<file path="src/rv_decode_pkg.sv">
`default_nettype none

package rv_decode_pkg;

	// RV32I major opcodes
	localparam logic [6:0] op_lui       = 7'b0110111;
	localparam logic [6:0] op_auipc     = 7'b0010111;
	localparam logic [6:0] op_jal       = 7'b1101111;
	localparam logic [6:0] op_jalr      = 7'b1100111;
	localparam logic [6:0] op_branch    = 7'b1100011;
	localparam logic [6:0] op_load      = 7'b0000011;
	localparam logic [6:0] op_store     = 7'b0100011;
	localparam logic [6:0] op_arlog_imm = 7'b0010011;
	localparam logic [6:0] op_arlog     = 7'b0110011;
	localparam logic [6:0] op_misc_mem  = 7'b0001111;
	localparam logic [6:0] op_system    = 7'b1110011;

	// one flag per opcode class, all low for an unknown opcode
	typedef struct packed {
		logic lui;
		logic auipc;
		logic jal;
		logic jalr;
		logic branch;
		logic load;
		logic store;
		logic arlog_imm;
		logic arlog;
		logic misc_mem;
		logic system;
	} inst_class_t;

	typedef struct packed {
		inst_class_t cls;
		logic [9:0]  funct; // funct7 above funct3
		logic [4:0]  rd;
		logic [4:0]  rs1;
		logic [4:0]  rs2;
		logic [31:0] imm;   // sign-extended
	} decoded_t;

	typedef enum logic [1:0] {
		fetch,
		wait_mem,
		decode,
		exec_wait
	} fetch_state_t;

endpackage

`default_nettype wire

</file>
<file path="src/fetch_control.sv">
`timescale 1ns/1ps
`default_nettype none

module fetch_control (
	input  logic clk,
	input  logic reset,
	input  logic mem_valid,
	input  logic advance,
	input  logic redirect,
	output logic mem_rd,
	output logic ir_wr,
	output logic dec_valid,
	output logic pc_step,
	output logic pc_load
);

	rv_decode_pkg::fetch_state_t state;
	rv_decode_pkg::fetch_state_t state_next;

	always_comb begin
		state_next = state;
		case (state)
			rv_decode_pkg::fetch: state_next = rv_decode_pkg::wait_mem;
			rv_decode_pkg::wait_mem: begin
				if (mem_valid)
					state_next = rv_decode_pkg::decode;
			end
			rv_decode_pkg::decode: state_next = rv_decode_pkg::exec_wait;
			rv_decode_pkg::exec_wait: begin
				if (advance) // execute done with this word
					state_next = rv_decode_pkg::fetch;
			end
			default: state_next = rv_decode_pkg::fetch;
		endcase
	end

	always_ff @(posedge clk) begin
		if (reset)
			state <= rv_decode_pkg::fetch;
		else
			state <= state_next;
	end

	// read request held off until reset is released
	assign mem_rd = (state == rv_decode_pkg::fetch) && !reset;
	assign ir_wr = (state == rv_decode_pkg::wait_mem) && mem_valid;
	assign dec_valid = (state == rv_decode_pkg::decode);
	assign pc_step = (state == rv_decode_pkg::decode); // pc moves at end of decode
	assign pc_load = (state == rv_decode_pkg::exec_wait) && advance && redirect;

	// single outstanding read
	a_rd_single: assert property (
		@(posedge clk) disable iff (reset)
		mem_rd |=> !mem_rd
	);

	a_dec_then_wait: assert property (
		@(posedge clk) disable iff (reset)
		dec_valid |=> (state == rv_decode_pkg::exec_wait)
	);

endmodule

`default_nettype wire

</file>
<file path="src/fetch_decode_top.sv">
`timescale 1ns/1ps
`default_nettype none

module fetch_decode_top #(
	parameter int ADDR_W = 32,
	parameter logic [ADDR_W-1:0] RESET_PC = '0
) (
	input  logic clk,
	input  logic reset,
	output logic mem_rd,
	output logic [ADDR_W-1:0] mem_addr,
	input  logic [31:0] mem_rdata,
	input  logic mem_valid,
	output logic dec_valid,
	output rv_decode_pkg::decoded_t dec,
	output logic [ADDR_W-1:0] dec_pc,
	input  logic advance,
	input  logic redirect,
	input  logic [ADDR_W-1:0] redirect_pc
);

	logic ir_wr;
	logic pc_step;
	logic pc_load;
	logic [ADDR_W-1:0] pc;

	fetch_control u_ctrl (
		.clk       (clk),
		.reset     (reset),
		.mem_valid (mem_valid),
		.advance   (advance),
		.redirect  (redirect),
		.mem_rd    (mem_rd),
		.ir_wr     (ir_wr),
		.dec_valid (dec_valid),
		.pc_step   (pc_step),
		.pc_load   (pc_load)
	);

	pc_counter #(
		.ADDR_W   (ADDR_W),
		.RESET_PC (RESET_PC)
	) u_pc (
		.clk         (clk),
		.reset       (reset),
		.pc_step     (pc_step),
		.pc_load     (pc_load),
		.dec         (dec),
		.redirect_pc (redirect_pc),
		.pc          (pc),
		.dec_pc      (dec_pc)
	);

	inst_reg_decode u_dec (
		.clk       (clk),
		.ir_wr     (ir_wr),
		.mem_rdata (mem_rdata),
		.dec       (dec)
	);

	assign mem_addr = pc; // fetch always from current pc

endmodule

`default_nettype wire

</file>
<file path="src/inst_reg_decode.sv">
`timescale 1ns/1ps
`default_nettype none

module inst_reg_decode (
	input  logic clk,
	input  logic ir_wr,
	input  logic [31:0] mem_rdata,
	output rv_decode_pkg::decoded_t dec
);

	logic [31:0] ir;
	rv_decode_pkg::inst_class_t cls;
	logic [9:0] funct;
	logic [31:0] imm;

	logic [6:0] opcode;
	logic [2:0] funct3;
	logic [6:0] funct7;
	logic [11:0] imm_i;
	logic [11:0] imm_s;
	logic [12:1] imm_b;
	logic [20:1] imm_j;
	logic [31:12] imm_u;

	always_ff @(posedge clk) begin
		if (ir_wr)
			ir <= mem_rdata;
	end

	assign opcode = ir[6:0];
	assign funct3 = ir[14:12];
	assign funct7 = ir[31:25];

	// immediate fields, scrambled per format
	assign imm_i = ir[31:20];
	assign imm_s = {ir[31:25], ir[11:7]};
	assign imm_b = {ir[31], ir[7], ir[30:25], ir[11:8]};
	assign imm_j = {ir[31], ir[19:12], ir[20], ir[30:21]};
	assign imm_u = ir[31:12];

	always_comb begin
		cls = '0;
		case (opcode)
			rv_decode_pkg::op_lui:       cls.lui = 1'b1;
			rv_decode_pkg::op_auipc:     cls.auipc = 1'b1;
			rv_decode_pkg::op_jal:       cls.jal = 1'b1;
			rv_decode_pkg::op_jalr:      cls.jalr = 1'b1;
			rv_decode_pkg::op_branch:    cls.branch = 1'b1;
			rv_decode_pkg::op_load:      cls.load = 1'b1;
			rv_decode_pkg::op_store:     cls.store = 1'b1;
			rv_decode_pkg::op_arlog_imm: cls.arlog_imm = 1'b1;
			rv_decode_pkg::op_arlog:     cls.arlog = 1'b1;
			rv_decode_pkg::op_misc_mem:  cls.misc_mem = 1'b1;
			rv_decode_pkg::op_system:    cls.system = 1'b1;
			default: ; // unknown opcode, no class
		endcase
	end

	always_comb begin
		funct = {7'b0, funct3};
		if (cls.arlog)
			funct[9:3] = funct7;
		else if (cls.arlog_imm && (funct3 == 3'b001 || funct3 == 3'b101))
			funct[9:3] = funct7; // shifts keep funct7
	end

	always_comb begin
		imm = 32'b0;
		if (cls.lui || cls.auipc)
			imm = {imm_u, 12'b0};
		else if (cls.jal)
			imm = {{11{imm_j[20]}}, imm_j, 1'b0};
		else if (cls.jalr || cls.load || cls.arlog_imm || cls.system)
			imm = {{20{imm_i[11]}}, imm_i};
		else if (cls.branch)
			imm = {{19{imm_b[12]}}, imm_b, 1'b0};
		else if (cls.store)
			imm = {{20{imm_s[11]}}, imm_s};
	end

	assign dec = '{
		cls:   cls,
		funct: funct,
		rd:    ir[11:7],
		rs1:   ir[19:15],
		rs2:   ir[24:20],
		imm:   imm
	};

	// checked once a word has been loaded
	a_cls_onehot: assert property (
		@(posedge clk)
		ir_wr |=> $onehot0(dec.cls)
	);

endmodule

`default_nettype wire

</file>
<file path="src/pc_counter.sv">
`timescale 1ns/1ps
`default_nettype none

module pc_counter #(
	parameter int ADDR_W = 32,
	parameter logic [ADDR_W-1:0] RESET_PC = '0
) (
	input  logic clk,
	input  logic reset,
	input  logic pc_step,
	input  logic pc_load,
	input  rv_decode_pkg::decoded_t dec,
	input  logic [ADDR_W-1:0] redirect_pc,
	output logic [ADDR_W-1:0] pc,
	output logic [ADDR_W-1:0] dec_pc
);

	logic [ADDR_W-1:0] offset;
	logic [ADDR_W-1:0] dec_pc_q;

	// jal jumps relative to its own address
	assign offset = dec.cls.jal ? ADDR_W'(signed'(dec.imm)) : ADDR_W'(4);

	always_ff @(posedge clk) begin
		if (reset)
			pc <= RESET_PC;
		else if (pc_load)
			pc <= redirect_pc; // redirect wins over any step
		else if (pc_step)
			pc <= pc + offset;
	end

	// address of the word now in decode, held through exec_wait
	always_ff @(posedge clk) begin
		if (pc_step)
			dec_pc_q <= pc;
	end

	assign dec_pc = pc_step ? pc : dec_pc_q; // pc still points at the word during decode

	a_step_load_excl: assert property (
		@(posedge clk) disable iff (reset)
		!(pc_step && pc_load)
	);

endmodule

`default_nettype wire

</file>
<file path="config.mk">
export PLATFORM = sky130hd
export DESIGN_NAME = fetch_decode_top
export DESIGN_NICKNAME = d
export VERILOG_FILES = /design/src/rv_decode_pkg.sv /design/src/fetch_control.sv /design/src/fetch_decode_top.sv /design/src/inst_reg_decode.sv /design/src/pc_counter.sv
export SDC_FILE = /design/constraint.sdc
export NUM_CORES = 1
export LEC_CHECK = 0
export BUFFER_PORTS_ARGS = -buffer_cell sky130_fd_sc_hd__buf_2
export CORE_UTILIZATION = 48
export CTS_BUF_LIST = sky130_fd_sc_hd__clkbuf_8
export CTS_CLUSTER_DIAMETER = 120
export DETAILED_ROUTE_END_ITERATION = 8
export GPL_TIMING_DRIVEN = 0
export PLACE_DENSITY_LB_ADDON = 0.05
export SLEW_MARGIN = 20
export SYNTH_ARGS = -nofsm -noshare
export SYNTH_HDL_FRONTEND = slang
export SYNTH_SLANG_ARGS = --single-unit
export TNS_END_PERCENT = 20
</file>
<file path="constraint.sdc">
create_clock -name clk -period 3.7 [get_ports clk]
set_input_delay 0.185 -clock clk [delete_from_list [all_inputs] [get_ports clk]]
set_output_delay 0.185 -clock clk [all_outputs]
set_load 0.01 [all_outputs]
</file>
==> After elaboration in Yosys (flattened, before gate mapping) <==
Cells that the tools add are included.
{ "classes": {"add_sub_neg": 1, "n_eq_ne": 18, "n_mux": 25, "n_reduce_logical": 14} }
{ "ops": {"columns": ["operator", "count"], "rows": [
  ["32-bit two-way mux", 9],
  ["32-bit adder", 1],
  ["7-bit == test (second input constant)", 4],
  ["7-bit by 6-bit == test with 1-bit output (second input constant)", 3],
  ["7-bit by 5-bit == test with 1-bit output (second input constant)", 2],
  ["7-bit two-way mux", 2],
  ["1-bit two-way mux", 11],
  ["2-bit case mux with 4 select lines", 1],
  ["7-bit by 2-bit == test with 1-bit output (second input constant)", 1],
  ["7-bit by 4-bit == test with 1-bit output (second input constant)", 1],
  ["1-bit logical AND", 5],
  ["1-bit logical OR", 5],
  ["2-bit == test (second input constant)", 2],
  ["2-bit two-way mux", 2],
  ["2-bit != test (second input constant)", 2],
  ["3-bit by 1-bit == test with 1-bit output (second input constant)", 1],
  ["3-bit == test (second input constant)", 1],
  ["2-bit by 1-bit == test with 1-bit output (second input constant)", 1],
  ["2-bit zero test", 1],
  ["2-bit AND reduction", 1],
  ["2-bit nonzero test", 1],
  ["1-bit zero test", 1]
]} }
{ "totals": {"regBits": 98, "inputBits": 69, "output_inout_bits": 134, "word_cells": 62} }

==> Depth between registers and ports, before layout <==
{ "logic_depth": {"ltp_word": 12, "mapped_depth": 17, "ltp_nobuf": 16} }

==> Hierarchy <==
A second synthesis with hierarchy kept.
{ "hier_totals": {"hier_cells": 694, "hier_area_um2": 6403.6} }
{ "by_module_without_submodules": {"columns": ["mod", "instances", "cells_per_inst", "area_per_inst_um2", "seq_area_each_um2"], "rows": [
  ["pc_counter", 1, 515, 4372.9, 1281.2],
  ["inst_reg_decode", 1, 159, 1845.5, 960.9],
  ["fetch_control", 1, 20, 185.2, 40.0]
]} }

==> Worst setup path before layout <==
No wires, ideal clock.
{ "synth_timing": {"kind": "register -> register", "startpoint": "register u_dec.ir[4]", "endpoint": "register u_pc.pc[28]", "setup_ns": 0.129, "arrival_ns": 3.541, "required_ns": 3.571, "slack_ns": 0.030, "path_stages_with_launch": 17, "path_buffers": 1, "period_less_slack_ns": 3.670, "cell_sequence": "edfxtp_1 -> buf_2 -> nand3b_1 -> a2111oi_2 -> or2_2 -> a22o_1 -> and2_1 -> ha_1 -> o211a_1 -> o311ai_2 -> a211oi_2 -> o21a_1 -> o41ai_2 -> a311oi_1 -> a211oi_2 -> xor2_1 -> o22ai_1"} }
{ "synth_lines": {"columns": ["element", "line", "source"], "rows": [
  ["start, declared", "inst_reg_decode.sv:11", "logic [31:0] ir;"],
  ["start signal, assigned", "inst_reg_decode.sv:27", "ir <= mem_rdata;"],
  ["end signal, assigned", "pc_counter.sv:28", "pc <= redirect_pc;"],
  ["end signal, assigned", "pc_counter.sv:30", "pc <= pc + offset;"],
  ["end, declared", "pc_counter.sv:14", "output logic [ADDR_W-1:0] pc,"]
]} }

==> Worst setup path in the final report <==
{ "layout_timing": {"startpoint": "register u_dec.ir[2]", "endpoint": "register u_pc.pc[28]"} }
{ "layout_between": {"elab_chain_cells": 12, "word_cells_on_any_way": 31, "classes_between": "1 x add/sub; 9 x eq/ne; 17 x mux; 4 x reduce/logical"} }
{ "layout_rtl": {"columns": ["element", "line", "source"], "rows": [
  ["7-bit == test or 7-bit by 2-bit == test with 1-bit output (tied branches)", "inst_reg_decode.sv:43", "case (opcode)"],
  ["1-bit two-way mux", "inst_reg_decode.sv:43", null],
  ["1-bit logical OR (3 in series)", "inst_reg_decode.sv:73", "else if (cls.jalr || cls.load || cls.arlog_imm || cls.system)"],
  ["32-bit two-way mux", "inst_reg_decode.sv:73", null],
  ["32-bit two-way mux", "inst_reg_decode.sv:71", "else if (cls.jal)"],
  ["32-bit two-way mux", "inst_reg_decode.sv:69", "if (cls.lui || cls.auipc)"],
  ["32-bit two-way mux (*)", "pc_counter.sv:22", "assign offset = dec.cls.jal ? ADDR_W'(signed'(dec.imm)) : ADDR_W'(4);"],
  ["32-bit adder (*)", "pc_counter.sv:30", null],
  ["32-bit two-way mux (*)", "pc_counter.sv:29", "else if (pc_step)"],
  ["32-bit two-way mux (*)", "pc_counter.sv:27", "else if (pc_load)"]
]} }
Mark *: on every way between the ends. The rest lies on a longest branch, timed or not. The select of a mux whose other input is x is not followed.
A chain may end at the register's enable or synchronous reset.

==> flow_metrics.env <==
export IMPL_ant_nets=0
export IMPL_post_synth_top_area_cell="dfxtp_1"
export IMPL_place_hpwl_mm=13.9
export IMPL_rsz0062_at_grt="yes"
export IMPL_antenna_found_initial=0
export IMPL_clk_pin_slew_ns=0.10
export IMPL_vias=6004
export IMPL_std_cell_rows=40
export IMPL_grt_pass1_wl_mm=29.4
export IMPL_r2r_cells=16
export IMPL_layout_drive_gt1_share_pct=37.6
export IMPL_ys_ff_latch=98
export IMPL_holdPathStages=2
export IMPL_final_common_cell="buf_2"
export IMPL_grt_ovfl_total=0
export IMPL_cp_start_kind="flop"
export IMPL_worst_slack_ns=-0.0268
export IMPL_ys_seq_area_share_pct=37.6
export IMPL_tns_ns=-0.0268
export IMPL_cellPowerDensity_nw_per_um2=415
export IMPL_drv_slew=0
export IMPL_comb_power_share_pct=37.7
export IMPL_max_cap_violations=0
export IMPL_critical_path_endpoint_type="flop"
export IMPL_tritoncts="done"
export IMPL_relSlewSlack_pct=30.6
export IMPL_syn_to_final_growth_pct=37.5
export IMPL_clockPowerShare_pct=20.4
export IMPL_n_antenna_cell=0
export IMPL_ys_warn_count=0
export IMPL_critPathKind="flop to flop"
export IMPL_yosysTopAreaCellShare_pct=21.8
export IMPL_grt_max_degree=27
export IMPL_gp_congestion=0.908
export IMPL_drt_first_pass_iters=4
export IMPL_clk_latency_ns=0.38
export IMPL_synthDistinctLibCells=65
export IMPL_port_buffers=201
export IMPL_nFillCells=1040
export IMPL_synth_edf_count=32
export IMPL_async_flop_share_pct=0
export IMPL_internal_power_mw=2.22
export IMPL_min_path_type="input pin to flop"
export IMPL_grt_pass1_vias=5858
export IMPL_core_um2=12200
export IMPL_viasPerCell=5.43
export IMPL_final_cell_mix="buf_2 (203), dfxtp_1 (66), nand2_1 (59), nor2_1 (59), buf_4 (44)"
export IMPL_drt_iter0_drc=289
export IMPL_die_w_um=114
export IMPL_h_tree_depth=3
export IMPL_fmax_mhz=268
export IMPL_critPathArrivalTime_ns=3.98
export IMPL_floorplan_initialDensity_pct=49.9
export IMPL_worst_path_max_fanout=5
export IMPL_layout_nets=1038
export IMPL_fin_util_pct=68.6
export IMPL_die_y_um=114
export IMPL_hold_viol_final=0
export IMPL_track_usage_pct=29.2
export IMPL_violations="setup timing"
export IMPL_power_switching_mw=1.24
export IMPL_seqPwrFrac_pct=41.8
export IMPL_dieArea_um2=13100
export IMPL_fin_crit_sh_pct=101
export IMPL_synth_fp_nets=770
export IMPL_io_pins=203
export IMPL_p_sw_share_pct=35.9
export IMPL_drt_total_wl_mm=19.5
export IMPL_clock_sinks=98
export IMPL_cts_buffers=9
export IMPL_worst_pin_slew_ns=1.03
export IMPL_min_period_ns=3.73
export IMPL_cts_root_buf="clkbuf_8"
export IMPL_synthTopCellsByArea="dfxtp_1 (22%), edfxtp_1 (16%), ha_1 (7.2%), mux2_2 (5.9%), nor2_1 (3.8%)"
export IMPL_final_setup_viol_count=1
export IMPL_power_leakage_nw=4.12
export IMPL_finalPower_mw=3.46
export IMPL_status="finished with violations"
export IMPL_placed_area_um2=7310
export IMPL_fin_area_um2=8350
export IMPL_ys_flop_type="dfxtp_1"
export IMPL_finalHoldWorstSlack_ns=0.0510
export IMPL_crit_required_ns=3.96
export IMPL_peakVddDrop_mv=0.275
export IMPL_wire_per_inst_um=17.6
export IMPL_avgSynthCellArea_um2=9.13
export IMPL_route_detailed_drc=0
export IMPL_cts_max_path_buffers=2
export IMPL_postSynthCellCount=665
export IMPL_fin_worst_skew_ns=0.0107
export IMPL_synth_area_um2=6070
cell families (layout without fill, tap and decap cells):
kind of cell    Yosys count  count (layout)  share of synthesized area (%)
simple gates            213             213                           16.9
mux                      45              45                           8.08
fa+ha+maj                36              36                           7.54
xor+xnor                 26              26                           3.75
other cells               1               1                         0.0618
flops                    98              98                           37.6
compound gates          170             170                           19.2
buf+inv                  76             349                           6.94
stage by stage:
stage,std cells,worst slack (ns)
2_1_floorplan,665,0.0299
3_3_place_gp,1034,-0.669
3_5_place_dp,1035,-0.753
4_1_cts,1098,-0.0443
5_1_grt,1106,-0.215
6_report,1106,-0.0268
sequential cells by signal, summed over array words and instances (netlist names):
name and cells:
u_ctrl.state 2, u_dec.ir 32, u_pc.pc 32, u_pc.dec_pc_q 32
synth_stat cells, drive strengths merged (15+ instances only):
| library cell | instances |
|---|---|
| nand2 | 59 |
| clkbuf | 25 |
| o21a | 15 |
| a21o | 15 |
| xor2 | 17 |
| buf | 26 |
| dfxtp | 66 |
| a211oi | 31 |
| mux2 | 32 |
| nor2 | 61 |
| nor2b | 18 |
| a21oi | 40 |
| ha | 35 |
| inv | 24 |
| and2 | 18 |
| o21ai | 30 |
| edfxtp | 32 |
layout make-up:
class / count / area, um2 / share of cell area, %
Sequential cell: 98 / 2280 / 27.3
Clock inverter: 6 / 52.6 / 0.630
Clock buffer: 10 / 138 / 1.65
Buffer: 50 / 362 / 4.33
Timing Repair Buffer: 259 / 1530 / 18.4
Tap cell: 168 / 210 / 2.52
Inverter: 24 / 90.1 / 1.08
Multi-Input combinational cell: 491 / 3680 / 44.1
power by group through the flow:
stage	sequential [mW]	clock, mW	combinational, mW
2_1_floorplan	1.44	0	0.764
3_3_place_gp	1.46	0	1.16
3_5_place_dp	1.47	0	1.20
4_1_cts	1.45	0.722	1.28
5_1_grt	1.47	0.760	1.40
6_report	1.45	0.708	1.31
timing repair:
item | in CTS | in global routing
buffers inserted | 15 | 10
resized for setup | 36 | 39
pin swaps | 20 | 17
hold endpoints to repair | 32 | 0
endpoints found under the setup margin | 21 | 16
hold buffers | 32 | 0
critical path, stage by stage, from the launching register on:
cell,delay (ns)
edfxtp_1,0.46
o21bai_4,0.21
a31oi_2,0.21
a2111oi_4,0.08
or2_4,0.29
a22o_1,0.23
and2_4,0.15
ha_4,0.15
a21o_1,0.19
a221oi_4,0.31
a211oi_4,0.12
o21a_1,0.25
o41ai_4,0.30
a311oi_2,0.18
a211oi_2,0.20
xor2_1,0.19
o22ai_1,0.08
routing by layer:
| metal | share of wire [%] | track usage (%) | wire length, um |
|---|---|---|---|
| met1 | 41 | 34.5 | 7990 |
| met2 | 50 | 51.8 | 9760 |
| met3 | 6.3 | 5.45 | 1220 |
| met4 | 2.6 | 12.1 | 510 |
| met5 | 0 | 0 | 0 |
path summary, 6_finish.rpt:
path | startpoint | end | slack [ns]
setup reg to reg | u_dec.ir[2]$_DFFE_PP_ | u_pc.pc[28]$_SDFFE_PP0P_ | -0.03
hold reg to reg | u_pc.dec_pc_q[4]$_DFF_P_ | u_pc.dec_pc_q[4]$_DFF_P_ | 0.48
setup / recovery | u_dec.ir[2]$_DFFE_PP_ | u_pc.pc[28]$_SDFFE_PP0P_ | -0.03
hold / removal | reset | u_pc.pc[24]$_SDFFE_PP0P_ | 0.05
Note: power is estimated with default switching activity, not from simulation.
